[config.mk]
export PLATFORM = sky130hd
export DESIGN_NAME = axil_response_router
export DESIGN_NICKNAME = d
export VERILOG_FILES = /design/src/design/axil_pkg.sv /design/src/design/axil_response_router.sv
export VERILOG_INCLUDE_DIRS = /design/src /design/src/design
export SDC_FILE = /design/constraint.sdc
export NUM_CORES = 1
export LEC_CHECK = 0
export ABC_AREA = 1
export ABC_CLOCK_PERIOD_IN_PS = 1700
export BUFFER_PORTS_ARGS = -buffer_cell sky130_fd_sc_hd__buf_2
export CORE_AREA = 2 2 174 176
export CTS_BUF_LIST = sky130_fd_sc_hd__clkbuf_8
export DETAILED_ROUTE_END_ITERATION = 10
export DIE_AREA = 0 0 176 178
export SKIP_LAST_GASP = 1
export SLEW_MARGIN = 15
export SYNTH_ARGS = -nofsm -noshare
export SYNTH_HDL_FRONTEND = slang
export SYNTH_SLANG_ARGS = --single-unit
[constraint.sdc]
create_clock -name clock -period 1.7 [get_ports clock]
set_input_delay 0.17 -clock clock [delete_from_list [all_inputs] [get_ports clock]]
set_output_delay 0.17 -clock clock [all_outputs]
set_load 0.01 [all_outputs]
[src/design/axil_crossbar_settings.svh]
// ==========================================================================
// AXI4-Lite crossbar settings
// Master and bank counts, bus widths, register count and bank address map
// ==========================================================================
`ifndef AXIL_CROSSBAR_SETTINGS_SVH
`define AXIL_CROSSBAR_SETTINGS_SVH

// Bus masters and register banks
`define AXIL_NM 2
`define AXIL_NS 2

// Bus widths
`define AXIL_ADDR_W 32
`define AXIL_DATA_W 32

// Control and status registers per bank
`define AXIL_N_REGS 3

// Bank address map, one mask for both banks
`define AXIL_BANK0_BASE 32'h0000_0000
`define AXIL_BANK1_BASE 32'h2000_0000
`define AXIL_BANK_MASK  32'hF000_0000

`endif
[src/design/axil_pkg.sv]
// ==========================================================================
// AXI4-Lite crossbar package
// Bus vector types, request and response structs, arbiter states
// ==========================================================================
`include "axil_crossbar_settings.svh"

package axil_pkg;

    typedef logic [`AXIL_ADDR_W-1:0] axil_addr_t;
    typedef logic [`AXIL_DATA_W-1:0] axil_data_t;

    // AXI response codes
    typedef logic [1:0] axil_resp_t;
    localparam axil_resp_t RESP_OKAY   = 2'b00;
    localparam axil_resp_t RESP_SLVERR = 2'b10;
    localparam axil_resp_t RESP_DECERR = 2'b11;

    // Register index from address bits 3:2
    typedef logic [1:0] reg_idx_t;

    // Bank number, also wide enough for a master number
    typedef logic [$clog2(`AXIL_NS)-1:0] bank_sel_t;

    // Master to slave direction
    typedef struct packed {
        logic       aw_valid;
        axil_addr_t aw_addr;
        logic       w_valid;
        axil_data_t w_data;
        logic       b_ready;
        logic       ar_valid;
        axil_addr_t ar_addr;
        logic       r_ready;
    } axil_req_t;

    // Slave to master direction
    typedef struct packed {
        logic       aw_ready;
        logic       w_ready;
        logic       b_valid;
        axil_resp_t b_resp;
        logic       ar_ready;
        logic       r_valid;
        axil_data_t r_data;
        axil_resp_t r_resp;
    } axil_rsp_t;

    typedef axil_data_t [`AXIL_N_REGS-1:0] bank_regs_t;

    typedef enum logic [1:0] {
        ARB_IDLE,
        ARB_ISSUE,
        ARB_RESP
    } arb_state_t;

endpackage

[src/design/axil_response_router.sv]
// ==========================================================================
// AXI4-Lite response router
// Returns the addressed bank's response, or DECERR, to the granted master
// ==========================================================================
`timescale 1ns/1ps
`include "axil_crossbar_settings.svh"

module axil_response_router
    import axil_pkg::*;
(
    input  logic                     clock,
    input  logic                     arst_n,
    input  axil_rsp_t [`AXIL_NS-1:0] bank_rsp,
    input  axil_rsp_t [`AXIL_NM-1:0] accept_rsp,
    input  axil_req_t [`AXIL_NM-1:0] m_req,
    input  bank_sel_t                grant,
    input  bank_sel_t                target,
    input  logic                     decode_miss,
    input  logic                     busy,
    output axil_rsp_t [`AXIL_NM-1:0] m_rsp,
    output logic                     done
);

    logic dec_b_valid;
    logic dec_r_valid;

    // DECERR starts on the accept handshake of a missed address
    always_ff @(posedge clock or negedge arst_n) begin
        if (!arst_n) begin
            dec_b_valid <= 1'b0;
            dec_r_valid <= 1'b0;
        end else if (decode_miss && accept_rsp[grant].aw_ready) begin
            dec_b_valid <= 1'b1;
        end else if (decode_miss && accept_rsp[grant].ar_ready) begin
            dec_r_valid <= 1'b1;
        end else if (done) begin
            dec_b_valid <= 1'b0;
            dec_r_valid <= 1'b0;
        end
    end

    always_comb begin
        for (int i = 0; i < `AXIL_NM; i++) begin
            m_rsp[i]          = '0;
            m_rsp[i].aw_ready = accept_rsp[i].aw_ready;
            m_rsp[i].w_ready  = accept_rsp[i].w_ready;
            m_rsp[i].ar_ready = accept_rsp[i].ar_ready;
            if (busy && grant == bank_sel_t'(i)) begin
                if (decode_miss) begin
                    m_rsp[i].b_valid = dec_b_valid;
                    m_rsp[i].b_resp  = RESP_DECERR;
                    m_rsp[i].r_valid = dec_r_valid;
                    m_rsp[i].r_resp  = RESP_DECERR;
                end else begin
                    m_rsp[i].b_valid = bank_rsp[target].b_valid;
                    m_rsp[i].b_resp  = bank_rsp[target].b_resp;
                    m_rsp[i].r_valid = bank_rsp[target].r_valid;
                    m_rsp[i].r_data  = bank_rsp[target].r_data;
                    m_rsp[i].r_resp  = bank_rsp[target].r_resp;
                end
            end
        end
    end

    // Completing b or r handshake ends the transaction
    assign done = busy &&
                  ((m_rsp[grant].b_valid && m_req[grant].b_ready) ||
                   (m_rsp[grant].r_valid && m_req[grant].r_ready));

endmodule

### Word-level counts from Yosys, hierarchy flattened

Index checks and enable logic that the tools add are counted.

| word-level totals | value |
|---|---|
| bits in registers | 2 |
| latch bits | 0 |
| RAM bits | 0 |
| bits in read-only memories | 0 |
| input bits | 372 |
| output and inout port bits | 83 |
| word-level logic and storage cells | 39 |
| memories kept | 0 |

| operators by class | value |
|---|---|
| $add $sub $neg | 0 |
| multipliers | 0 |
| divide/modulo/power cells | 0 |
| $lt $le $gt $ge | 2 |
| equality and inequality tests | 1 |
| shift operators | 0 |
| multiplexer cells | 20 |
| bitwise gates (word level) | 2 |
| reductions and logical operators | 12 |

Operators with widths:

| kind | number |
|---|---|
| 2-to-1 mux 39 bit | 4 |
| 2-to-1 mux 35 bit | 4 |
| 2-to-1 mux 41 bit | 2 |
| 2-to-1 mux 32 bit | 1 |
| 2-to-1 mux 3 bit | 3 |
| logical AND 1 bit | 7 |
| 2-to-1 mux 1 bit | 5 |
| < comparator 1 x 2 -> 1 bit, second input constant | 2 |
| AND reduction 2 bit | 2 |
| nonzero test 2 bit | 2 |
| 2-to-1 mux 2 bit | 1 |
| inequality test 2 bit, second input constant | 1 |
| NOT 1 bit | 2 |
| logical OR 1 bit | 1 |

### Longest topological paths before layout

| logic depth | value |
|---|---|
| depth in word-level cells | 12 |
| depth in mapped cells | 9 |
| gate-level depth less buffers | 9 |

### Least setup slack after synthesis

OpenSTA, ideal clock, no wires.

| timing path | value |
|---|---|
| kind | input -> output |
| start | input decode_miss |
| end | output m_rsp[10] (netlist name) |
| arrival time | 869 ps |
| data required time | 1530 ps |
| path slack | 661 ps |
| stages on the path | 5 |
| buffers on the path | 2 |
| cell sequence | buf_4 -> clkbuf_1 -> nor2_1 -> o21ai_1 -> nor2_1 |

RTL lines:

| what | line | RTL |
|---|---|---|
| start, declared | axil_response_router.sv:18 | `input logic decode_miss,` |
| end, declared | axil_response_router.sv:20 | `` output axil_rsp_t [`AXIL_NM-1:0] m_rsp, `` |

### Worst setup path in the final report

| timing path | value |
|---|---|
| start | input target |
| end | output done |

| between the ends | value |
|---|---|
| word-level cells in the longest chain between the ends | 9 |

Ends and longest elaborated chain:

| what | line | RTL |
|---|---|---|
| start, declared | axil_response_router.sv:17 | `input bank_sel_t target,` |
| 2-to-1 mux 39 bit * (2 in series) | n/a |  |
| 2-to-1 mux 3 bit or 2-to-1 mux 1 bit (tied branches) | axil_response_router.sv:49 | `if (decode_miss) begin` |
| 2-to-1 mux 3 bit or 2-to-1 mux 35 bit (tied branches) | axil_response_router.sv:48 | `if (busy && grant == bank_sel_t'(i)) begin` |
| 2-to-1 mux 39 bit (implied by the code) * | axil_response_router.sv:68 | `(m_rsp[grant].r_valid && m_req[grant].r_ready));` |
| 2-to-1 mux 39 bit (implied by the code) * | axil_response_router.sv:67 | `((m_rsp[grant].b_valid && m_req[grant].b_ready) \|\|` |
| logical AND 1 bit (on tied branches) | axil_response_router.sv:67, axil_response_router.sv:68 |  |
| logical OR 1 bit * | axil_response_router.sv:67 |  |
| logical AND 1 bit * | axil_response_router.sv:66 | `assign done = busy &&` |
| end, declared | axil_response_router.sv:21 | `output logic done` |

Mark *: on every way between the ends. The rest lies on a longest branch, timed or not. The select of a mux whose other input is x is not followed.

==> impl_metrics.yaml <==
layout:
  nFillCells: 3473
  drive_above_1_share: 0.465
  syn_to_final_growth_pct: 127
  layout.nets: 798
  stdcell_count: 816
  fin_util: 0.0874
route:
  wire_per_inst_um: 12.2
  drcViolationCount: 0
  drt-initial-drc-count: 94
  wl_um: 9930
  vias_per_cell: 2.67
  vias: 2180
  drtAntennaViolNets: 0
  dr.pass1.iters: 4
clock_tree:
  cts.reportedPaths.clkPinSlew_ns: 0.03
  clockBufferDepth: 2
  cts_resized: 0
  clock-sinks: 2
  root_buffer: "clkbuf_8"
  clock_latency_ns: 0.21
  ctsHtreeMaxLevel: 1
  cts_tree: "done"
  numCtsBuffers: 3
worst_setup_path:
  worst-endpoint-required_ns: 1.53
  worstSetupStartpointType: "input port"
  worst_setup_path_end_kind: "output pin"
  path_max_fanout: 5
  path_class: "input port to output pin"
  cp.arrival_ns: 1.22
pwr:
  power_density_nw_per_um2: 327
  power_mw: 0.840
  p_leak_nw: 1.37
  ir_worst_vdd_mv: 0.113
outcome:
  outcome: "completed"
global_route:
  first_global_vias: 1907
  grt_util_all_layers: 0.0600
  gr-total-overflow: 0
  antenna_found_initial: 1
  grt_max_degree: 39
  grt_pass1_wl_um: 12900
floorplan:
  core_um2: 29400
  ioPinCount: 455
  die_x_um: 176
  die-height_um: 178
  row_count: 63
  dieArea_um2: 31300
  initial_utilization: 0.0386
logic_synthesis:
  synth_cell_types: 19
  yosysTopAreaCell: "nor2_1"
  synth_seq_cells: 2
  yosys_warnings: 0
  syn_area_um2: 1130
  synth_nets: 629
  yosysSeqAreaShare: 0.0442
  synth.avg_cell_area_um2: 4.41
  synth.area.top_cells: "nor2_1, nand2_1, o21ai_1"
  postSynthCellCount: 257
  synth.top_cell.area_share: 0.467
sta:
  setup_viol: 0
  hold_viol: 0
  fin_crit_sh: 0.819
  slew_viol_final: 0
  finalSetupTns_ns: 0
  skew_ns: 0.0000480
  final.min_clock_period_ns: 1.39
  maxSlewHeadroom: 0.672
  rsz0062_at_grt: "no"
  worst_pin_slew_ns: 0.489
  max_freq_mhz: 718
min_path:
  hp-class: "input port to asynchronous set/reset pin"
run:
  maxCapViolations: 0
placement:
  gp_congestion: 0.711
  dp.cells: 810
  hpwlAfterDp_um: 8650
  io_buffer_count: 170
[area by class of cell]
class / count / area (um2) / share of cell area
repair buffers: 190 / 1050 / 0.410
multi-input cells: 221 / 896 / 0.349
well taps: 390 / 488 / 0.190
flip-flops and latches: 2 / 50.0 / 0.0195
clock buffers: 3 / 41.3 / 0.0161
inverters: 8 / 35.0 / 0.0136
diodes: 2 / 5.00 / 0.00195
[worst paths after layout]
path                             startpoint          end  slack [ns]  depth (start not counted)
worst max-delay path                 target         done        0.31                          8
worst min-delay path                 arst_n  dec_r_valid        0.29                          2
worst max register to register  dec_r_valid  dec_b_valid        0.77                          7
worst min register to register  dec_b_valid  dec_b_valid        0.54                          4
max in group asynchronous            arst_n  dec_b_valid        1.32                          2
min in group clock                     busy  dec_r_valid        0.30                          4
[logic make-up (layout without fill, tap and decap cells)]
family                 after synthesis  count (layout)  share of synthesized area
AND/OR/NAND/NOR                    184             184                      0.625
AO/OA/AOI/OAI                       37              37                      0.166
buffers and inverters               34             201                      0.166
flip-flops                           2               2                     0.0442
other                                0               2                          0
[metal layers]
metal  GRT usage  share of wire  up-vias
met5           0              0        -
met4      0.0124         0.0081        0
met3      0.0202          0.091        4
met2      0.0856           0.40      124
met1      0.0866           0.50      932
li1            -              -     1120
[timing repair]
action | in CTS | in global routing
hold buffers | 1 | 0
buffers inserted | 0 | 0
endpoints found under the hold margin | 2 | 0
[critical path, stage by stage]
cell      delay (ns)
buf_2           0.13
inv_2           0.11
buf_4           0.16
nand2_1         0.05
nand3_1         0.09
nand3_1         0.10
a21boi_0        0.23
buf_2           0.18
[flip-flops by register name, summed over array words and instances, names as in the netlist]
name / count
dec_b_valid: 1
dec_r_valid: 1
[report_power, final]
| group | internal [mW] | total, mW | switching (mW) | leakage (nW) |
|---|---|---|---|---|
| Combinational | 0.242 | 0.590 | 0.348 | 1.32 |
| Sequential | 0.0590 | 0.0617 | 0.00270 | 0.0222 |
| Clock | 0.150 | 0.189 | 0.0388 | 0.0216 |
| Total | 0.451 | 0.840 | 0.389 | 1.37 |
[cell usage after synthesis]
cell type and n:
clkbuf_2 1, inv_1 4, or2_1 1, nand3_2 1, dfrtp_1 2, a21oi_1 4, buf_2 10, clkinv_1 1
o21ai_0 6, o21ai_1 26, inv_2 2, buf_4 11, nor2_1 141, nand3_1 5, inv_6 1, nand2_1 35
nor2_2 1, a21boi_0 1, clkbuf_1 4
[stage by stage]
stage	setup slack (ns)	cell area (um2)	hold WS [ns]
global route	0.207	2560	0.301
CTS	0.279	2560	0.285
floorplan	0.661	1130	-0.126
detailed placement	0.281	2510	-0.0442
finish	0.308	2570	0.286
global placement	0.276	2510	-0.0440
[cell usage in the layout (no fill, tap or decap)]
master	instances
o21ai_1	26
clkbuf_8	3
clkinv_1	1
nand2_1	35
nor2_2	1
dlygate4sd3_1	1
a21oi_1	4
inv_2	2
nand3_2	1
buf_12	4
buf_2	170
dfrtp_1	2
buf_4	15
inv_6	1
o21ai_0	6
diode_2	2
inv_1	4
nor2_1	141
a21boi_0	1
nand3_1	5
or2_1	1
Note: power is estimated with default switching activity, not from simulation.
