<file path="config.mk">
export PLATFORM = sky130hd
export DESIGN_NAME = axil_register_bank
export DESIGN_NICKNAME = d
export VERILOG_FILES = /design/src/design/axil_pkg.sv /design/src/design/axil_register_bank.sv
export VERILOG_INCLUDE_DIRS = /design/src /design/src/design
export SDC_FILE = /design/constraint.sdc
export NUM_CORES = 1
export LEC_CHECK = 0
export BUFFER_PORTS_ARGS = -buffer_cell sky130_fd_sc_hd__buf_2
export CAP_MARGIN = 40
export CORE_AREA = 5 5 127 129
export CTS_BUF_LIST = sky130_fd_sc_hd__clkbuf_8
export DETAILED_ROUTE_END_ITERATION = 6
export DIE_AREA = 0 0 132 134
export HOLD_SLACK_MARGIN = 0.02
export PLACE_DENSITY = 0.71
export SKIP_CTS_REPAIR_TIMING = 1
export SLEW_MARGIN = 40
export SYNTH_ARGS = -nofsm -noshare
export SYNTH_HDL_FRONTEND = slang
export SYNTH_SLANG_ARGS = --single-unit
</file>
<file path="constraint.sdc">
create_clock -name clock -period 2.55 [get_ports clock]
set_clock_uncertainty 0.15 [all_clocks]
set_input_delay 0.1275 -clock clock [delete_from_list [all_inputs] [get_ports clock]]
set_output_delay 0.1275 -clock clock [all_outputs]
set_load 0.01 [all_outputs]
</file>
<file path="src/design/axil_crossbar_settings.svh">
// ==========================================================================
// AXI4-Lite crossbar settings
// Master and bank counts, bus widths, register count and bank address map
// ==========================================================================
`ifndef AXIL_CROSSBAR_SETTINGS_SVH
`define AXIL_CROSSBAR_SETTINGS_SVH

// Bus masters and register banks
`define AXIL_NM 2
`define AXIL_NS 2

// Bus widths
`define AXIL_ADDR_W 32
`define AXIL_DATA_W 32

// Control and status registers per bank
`define AXIL_N_REGS 3

// Bank address map, one mask for both banks
`define AXIL_BANK0_BASE 32'h0000_0000
`define AXIL_BANK1_BASE 32'h2000_0000
`define AXIL_BANK_MASK  32'hF000_0000

`endif
</file>
<file path="src/design/axil_pkg.sv">
// ==========================================================================
// AXI4-Lite crossbar package
// Bus vector types, request and response structs, arbiter states
// ==========================================================================
`include "axil_crossbar_settings.svh"

package axil_pkg;

    typedef logic [`AXIL_ADDR_W-1:0] axil_addr_t;
    typedef logic [`AXIL_DATA_W-1:0] axil_data_t;

    // AXI response codes
    typedef logic [1:0] axil_resp_t;
    localparam axil_resp_t RESP_OKAY   = 2'b00;
    localparam axil_resp_t RESP_SLVERR = 2'b10;
    localparam axil_resp_t RESP_DECERR = 2'b11;

    // Register index from address bits 3:2
    typedef logic [1:0] reg_idx_t;

    // Bank number, also wide enough for a master number
    typedef logic [$clog2(`AXIL_NS)-1:0] bank_sel_t;

    // Master to slave direction
    typedef struct packed {
        logic       aw_valid;
        axil_addr_t aw_addr;
        logic       w_valid;
        axil_data_t w_data;
        logic       b_ready;
        logic       ar_valid;
        axil_addr_t ar_addr;
        logic       r_ready;
    } axil_req_t;

    // Slave to master direction
    typedef struct packed {
        logic       aw_ready;
        logic       w_ready;
        logic       b_valid;
        axil_resp_t b_resp;
        logic       ar_ready;
        logic       r_valid;
        axil_data_t r_data;
        axil_resp_t r_resp;
    } axil_rsp_t;

    typedef axil_data_t [`AXIL_N_REGS-1:0] bank_regs_t;

    typedef enum logic [1:0] {
        ARB_IDLE,
        ARB_ISSUE,
        ARB_RESP
    } arb_state_t;

endpackage

</file>
<file path="src/design/axil_register_bank.sv">
// ==========================================================================
// AXI4-Lite register bank
// Writable control registers driving outputs, readable status inputs
// ==========================================================================
`timescale 1ns/1ps
`include "axil_crossbar_settings.svh"

module axil_register_bank
    import axil_pkg::*;
(
    input  logic       clock,
    input  logic       arst_n,
    input  axil_req_t  req,
    output axil_rsp_t  rsp,
    input  bank_regs_t status_regs,
    output bank_regs_t ctrl_regs
);

    logic       b_valid;
    logic       r_valid;
    axil_resp_t b_resp;
    axil_resp_t r_resp;
    axil_data_t r_data;
    logic       idle;
    reg_idx_t   wr_idx;
    reg_idx_t   rd_idx;
    logic       wr_fire;
    logic       rd_fire;
    logic       wr_in_range;
    logic       rd_in_range;

    // Ready only while no response is pending
    assign idle = !b_valid && !r_valid;

    assign wr_idx      = req.aw_addr[3:2];
    assign rd_idx      = req.ar_addr[3:2];
    assign wr_in_range = (wr_idx < `AXIL_N_REGS);
    assign rd_in_range = (rd_idx < `AXIL_N_REGS);

    assign wr_fire = idle && req.aw_valid && req.w_valid;
    assign rd_fire = idle && req.ar_valid && !wr_fire;

    always_ff @(posedge clock or negedge arst_n) begin
        if (!arst_n) begin
            ctrl_regs <= '0;
            b_valid   <= 1'b0;
            r_valid   <= 1'b0;
        end else begin
            if (wr_fire) begin
                b_valid <= 1'b1;
                if (wr_in_range) begin
                    ctrl_regs[wr_idx] <= req.w_data;
                end
            end else if (b_valid && req.b_ready) begin
                b_valid <= 1'b0;
            end

            if (rd_fire) begin
                r_valid <= 1'b1;
            end else if (r_valid && req.r_ready) begin
                r_valid <= 1'b0;
            end
        end
    end

    // Response payload, held until the handshake
    always_ff @(posedge clock) begin
        if (wr_fire) begin
            b_resp <= wr_in_range ? RESP_OKAY : RESP_SLVERR;
        end
        if (rd_fire) begin
            r_resp <= rd_in_range ? RESP_OKAY : RESP_SLVERR;
            r_data <= rd_in_range ? status_regs[rd_idx] : '0;
        end
    end

    always_comb begin
        rsp          = '0;
        rsp.aw_ready = idle;
        rsp.w_ready  = idle;
        rsp.ar_ready = idle;
        rsp.b_valid  = b_valid;
        rsp.b_resp   = b_resp;
        rsp.r_valid  = r_valid;
        rsp.r_data   = r_data;
        rsp.r_resp   = r_resp;
    end

endmodule

</file>
After elaboration in Yosys (flattened, before gate mapping)
Cells that the tools add are included.
{ "word_totals": {"regBits": 134, "inputBits": 199, "out_inout_bits": 137, "word_cells": 38} }
{ "op_classes": {"order_cmp": 5, "mux": 11, "reduce_logical": 14} }
{ "ops": {"columns": ["operator", "count"], "rows": [
  ["bitwise mux 96 bit", 1],
  ["binary-select mux 32 bit (select 2 bit)", 1],
  ["demux 32 bit (select 2 bit)", 1],
  ["2-to-1 mux 32 bit", 2],
  ["logical AND 1 bit", 8],
  ["less-than comparator 2 x 3 -> 1 bit (second input constant)", 2],
  ["less-than comparator 2 bit (second input constant)", 2],
  ["2-to-1 mux 1 bit", 4],
  ["2-to-1 mux 2 bit", 2],
  ["nonzero test 2 bit", 2],
  ["logical NOT 1 bit", 3],
  ["greater-or-equal comparator 2 x 1 -> 1 bit (second input constant)", 1],
  ["AND reduction 2 bit", 1]
]} }

Longest topological paths before layout
{ "depth": {"ltp_word": 7, "depth_mapped": 6, "mapped_depth_nobuf": 3} }

Worst setup path before layout
Ideal clock, no wire load.
{ "synth_path": {"path_type": "register to register", "from": "register b_valid", "to": "register r_data[0] (enable)", "setup_time_ns": 0.394, "arrival_ns": 1.501, "t_required_ns": 2.006, "slack_ns": 0.505, "path_stages_with_launch": 3, "path_buffers": 0, "period_less_slack_ns": 2.045, "cell_sequence": "dfrtp_1 nor2_1 and3_1"} }
{ "synth_via": {"elab_chain_cells": 6, "elab_cells_between_ends": 7, "classes_between": "reduce/logical: 7"} }
{ "synth_lines": {"columns": ["item", "line", "source"], "rows": [
  ["start, declared", "axil_register_bank.sv:19", "logic b_valid;"],
  ["start signal, assigned", "axil_register_bank.sv:46", "b_valid <= 1'b0;"],
  ["start signal, assigned", "axil_register_bank.sv:50", "b_valid <= 1'b1;"],
  ["start signal, assigned", "axil_register_bank.sv:55", "b_valid <= 1'b0;"],
  ["logical NOT 1 bit (*)", "axil_register_bank.sv:33", "assign idle = !b_valid && !r_valid;"],
  ["logical AND 1 bit (*)", "axil_register_bank.sv:33", null],
  ["net idle", "axil_register_bank.sv:24", "logic idle;"],
  ["logical AND 1 bit (2 in series)", "axil_register_bank.sv:40", "assign wr_fire = idle && req.aw_valid && req.w_valid;"],
  ["logical NOT 1 bit", "axil_register_bank.sv:41", "assign rd_fire = idle && req.ar_valid && !wr_fire;"],
  ["logical AND 1 bit (*)", "axil_register_bank.sv:41", null],
  ["net rd_fire", "axil_register_bank.sv:28", "logic rd_fire;"],
  ["end signal, assigned", "axil_register_bank.sv:73", "r_data <= rd_in_range ? status_regs[rd_idx] : '0;"],
  ["end, declared", "axil_register_bank.sv:23", "axil_data_t r_data;"]
]} }
The timed path passes the listed nets; every way through them passes the cells marked *.
A chain may end at the register's enable or synchronous reset.

Worst setup path after layout
{ "layout_path": {"from": "register r_valid", "to": "register ctrl_regs[69] in the netlist's numbering"} }
{ "layout_via": {"elab_chain_cells": 5} }
{ "layout_lines": {"columns": ["item", "line", "source"], "rows": [
  ["start, declared", "axil_register_bank.sv:20", "logic r_valid;"],
  ["start signal, assigned", "axil_register_bank.sv:47", "r_valid <= 1'b0;"],
  ["start signal, assigned", "axil_register_bank.sv:59", "r_valid <= 1'b1;"],
  ["start signal, assigned", "axil_register_bank.sv:61", "r_valid <= 1'b0;"],
  ["logical NOT 1 bit", "axil_register_bank.sv:33", null],
  ["logical AND 1 bit", "axil_register_bank.sv:33", null],
  ["logical AND 1 bit (2 in series)", "axil_register_bank.sv:40", null],
  ["net wr_fire", "axil_register_bank.sv:27", "logic wr_fire;"],
  ["AND reduction 2 bit (no line)", null, null],
  ["end signal, assigned by index", "axil_register_bank.sv:52", "ctrl_regs[wr_idx] <= req.w_data;"],
  ["end, declared", "axil_register_bank.sv:16", "output bank_regs_t ctrl_regs"]
]} }
The timed path passes the listed nets, and every way through them passes these cells.

==> load_flow_metrics.sql <==
INSERT INTO impl_metrics (metric_group, metric, value, unit) VALUES
('outcome', 'run_status', 'finished clean', ''),
('logic_synthesis', 'postSynthRegisterBits', '132', ''),
('floorplanning', 'die_y', '134', 'µm'),
('hold_path', 'min-delay-path-class', 'input pin to register', ''),
('setup_path', 'r2r_end', 'ctrl_regs[69]$_DFFE_PN0P_', ''),
('clock_tree', 'worst_setup_hold_path_clk_slew', '0.08', 'ns'),
('clock_tree', 'cts-buffers-inserted', '17', ''),
('setup_path', 'regToRegSetupSlack', '0.55', 'ns'),
('placed_design', 'dp.cells', '813', ''),
('clock_tree', 'clock_tree.root_cell', 'clkbuf_8', ''),
('clock_tree', 'cts.sinks', '132', ''),
('grt', 'grt_antenna_before_repair', '0', ''),
('logic_synthesis', 'mappedNetlistArea', '0.00549', 'mm²'),
('setup_path', 'worst_r2r_path_depth', '4', ''),
('logic_synthesis', 'yosysWarnings', '0', ''),
('sta', 'period_share', '78.4', '%'),
('layout', 'final_nets', '944', ''),
('layout', 'layout-drive-gt1-share', '54.5', '%'),
('job', 'max_cap_violations', '0', ''),
('route', 'vias', '4499', ''),
('route', 'drt-wirelength-per-cell', '17.6', 'µm'),
('floorplanning', 'num_rows', '45', ''),
('setup_path', 'worstPathMaxFanout', '24', ''),
('logic_synthesis', 'syn-instance-count', '368', ''),
('sta', 'final_max_slew_viol_count', '0', ''),
('setup_path', 'cp-endpoint', 'ctrl_regs[69]$_DFFE_PN0P_', ''),
('floorplanning', 'io_pins', '336', ''),
('floorplanning', 'initial_core_util', '36.8', '%'),
('sta', 'timing.slew.headroom', '57.3', '%'),
('setup_path', 'critical_path_class', 'register to register', ''),
('power', 'power_per_cell_area', '856', 'mW/mm²'),
('setup_path', 'worstSetupEndpointType', 'register', ''),
('clock_tree', 'htree_levels', '4', ''),
('route', 'route.detailed.vias_per_inst', '4.76', ''),
('power', 'leakage_power', '0.00416', 'µW'),
('clock_tree', 'clk-insertion-delay-late', '0.43', 'ns'),
('clock_tree', 'clockBufferDepth', '2', ''),
('power', 'peakVddDrop', '0.287', 'mV'),
('grt', 'first_global_vias', '4302', ''),
('layout', 'layout_commonest_cell', 'buf_2', ''),
('grt', 'grt_overflow_total', '0', ''),
('floorplanning', 'floorplan.die.width', '132', 'µm'),
('sta', 'setup_repair_after_global_routing_missed_its_margin', 'false', ''),
('floorplanning', 'dieArea', '0.0177', 'mm²'),
('logic_synthesis', 'synth.yosys.seq_area_share', '63.3', '%'),
('layout', 'layout-area-overhead-vs-synth', '54.7', '%'),
('grt', 'grt_first_pass_wirelength', '23000', 'µm'),
('sta', 'worst-slew-pin-transition', '0.641', 'ns'),
('route', 'number_of_drc_markers_after_the_initial_detailed_route_iteration', '148', ''),
('placed_design', 'place.port_buffers', '273', ''),
('layout', 'final_cell_count_no_fill', '946', ''),
('setup_path', 'timing.critical_path.from_type', 'register', ''),
('placed_design', 'place_congestion', '0.842', ''),
('placed_design', 'place.detailed.hpwl', '11600', 'µm'),
('route', 'dr.pass1.iters', '4', ''),
('setup_path', 'worst-endpoint-required', '2.71', 'ns'),
('setup_path', 'r2r-start', 'r_valid$_DFFE_PN0P_', ''),
('sta', 'max_freq', '0.500', 'GHz'),
('setup_path', 'startpoint', 'r_valid$_DFFE_PN0P_', ''),
('layout', 'postLayoutCoreUtil', '56.9', '%'),
('clock_tree', 'cts_tree', 'yes', ''),
('route', 'drc_errors', '0', ''),
('logic_synthesis', 'post_synth_num_cell_types', '23', ''),
('placed_design', 'detailedPlace.worstSlack', '0.535', 'ns'),
('layout', 'count_of_fill_cells_added_during_filler_insertion', '1190', ''),
('sta', 'final.min_clock_period', '2.00', 'ns'),
('layout', 'antenna-diode-count', '0', ''),
('sta', 'setup_viol', '0', ''),
('layout', 'most-common-layout-cells', 'buf_2 (272), dlygate4sd3_1 (101), dfrtp_1 (98), mux2_2 (90), edfxtp_1 (34)', ''),
('grt', 'grt_util_all_layers', '16.5', '%'),
('sta', 'report.final.hold_viol_count', '0', ''),
('floorplanning', 'core_area', '0.0149', 'mm²'),
('sta', 'fin_setup_tns', '0', 'ns'),
('grt', 'grt_start_max_net_pins', '51', ''),
('route', 'drt-total-wl', '16700', 'µm'),
('setup_path', 'worst_ep_arrival', '2.16', 'ns'),
('sta', 'postLayoutSetupSlackWorst', '0.550', 'ns'),
('logic_synthesis', 'synthesized_area_divided_by_synthesized_cell_count', '14.9', 'µm²'),
('route', 'ant_nets', '0', '');
==> worst min path at each step <==
stage,startpoint,end,depth (start not counted)
3_5_place_dp,arst_n,ctrl_regs[38]$_DFFE_PN0P_,1
3_3_place_gp,arst_n,ctrl_regs[40]$_DFFE_PN0P_,1
4_1_cts,arst_n,ctrl_regs[38]$_DFFE_PN0P_,1
5_1_grt,req[67],b_resp[1]$_DFFE_PP_,2
2_1_floorplan,arst_n,b_valid$_DFFE_PN0P_,0
6_report,req[67],b_valid$_DFFE_PN0P_,3
==> state kept, by name, indices dropped and copies added (netlist names) <==
name / flops
ctrl_regs: 96
r_data: 32
b_resp: 1
b_valid: 1
r_resp: 1
r_valid: 1
==> through the flow <==
| stage | total power, µW | hold WS [ns] | instance area [µm²] |
|---|---|---|---|
| after floorplan | 4170 | -0.318 | 5490 |
| after global placement | 5100 | 0.0234 | 7020 |
| after detailed placement | 5190 | 0.0431 | 7020 |
| after CTS | 7200 | -0.446 | 7470 |
| after global routing | 7650 | 0.0322 | 8490 |
| final | 7260 | 0.0563 | 8490 |
==> final cells by class <==
type	instances	area, µm²	share of cell area [%]
Sequential cell	132	3470	40.9
Timing Repair Buffer	385	2510	29.6
Multi-Input combinational cell	207	1800	21.2
Clock buffer	21	289	3.41
Tap cell	188	235	2.77
Clock inverter	11	170	2.01
Inverter	2	7.51	0.0885
==> report_power, final <==
group / internal, µW / total, µW / switching [µW] / leakage [µW]
Clock: 1180 / 1990 / 810 / 0.000233
Combinational: 1130 / 2130 / 998 / 0.00242
Sequential: 2840 / 3150 / 310 / 0.00152
Total: 5140 / 7260 / 2120 / 0.00416
==> kinds of logic after synthesis <==
kind of cell / synth area share [%]
compound gates: 3.19
buf+inv: 4.04
flops: 63.3
mux: 25.5
other cells: 0.0684
simple gates: 3.83
==> critical path: stages (launching register included) <==
cell and delay (ns):
dfrtp_1 0.44, and4bb_2 0.37, nand3b_2 0.30, buf_12 0.28, mux2_2 0.29
==> per-layer routing <==
| layer | up-vias | GRT usage [%] | share of wire [%] |
|---|---|---|---|
| met5 | - | 0 | 0 |
| met2 | 229 | 28.4 | 51 |
| met1 | 2170 | 17.9 | 37 |
| met4 | 0 | 5.89 | 2.3 |
| met3 | 28 | 7.84 | 9.8 |
| li1 | 2072 | - | - |
==> synth_stat cells, drive strengths merged <==
library cell  instances  area [µm²]
nor2b                 1        6.26
nand2                33         124
and2                  2        13.8
clkbuf               11        71.3
mux2                 96        1080
inv                   2        7.51
and4bb                1        12.5
nand3b                2        22.5
and3                  2        12.5
dfrtp                98        2450
mux2i                32         320
nor2                  1        3.75
o21ai                32         160
nor4b                 1        15.0
conb                  1        3.75
edfxtp               34        1020
buf                  17         143
a21o                  2        15.0
No activity file was read; power rests on OpenSTA's default activity.
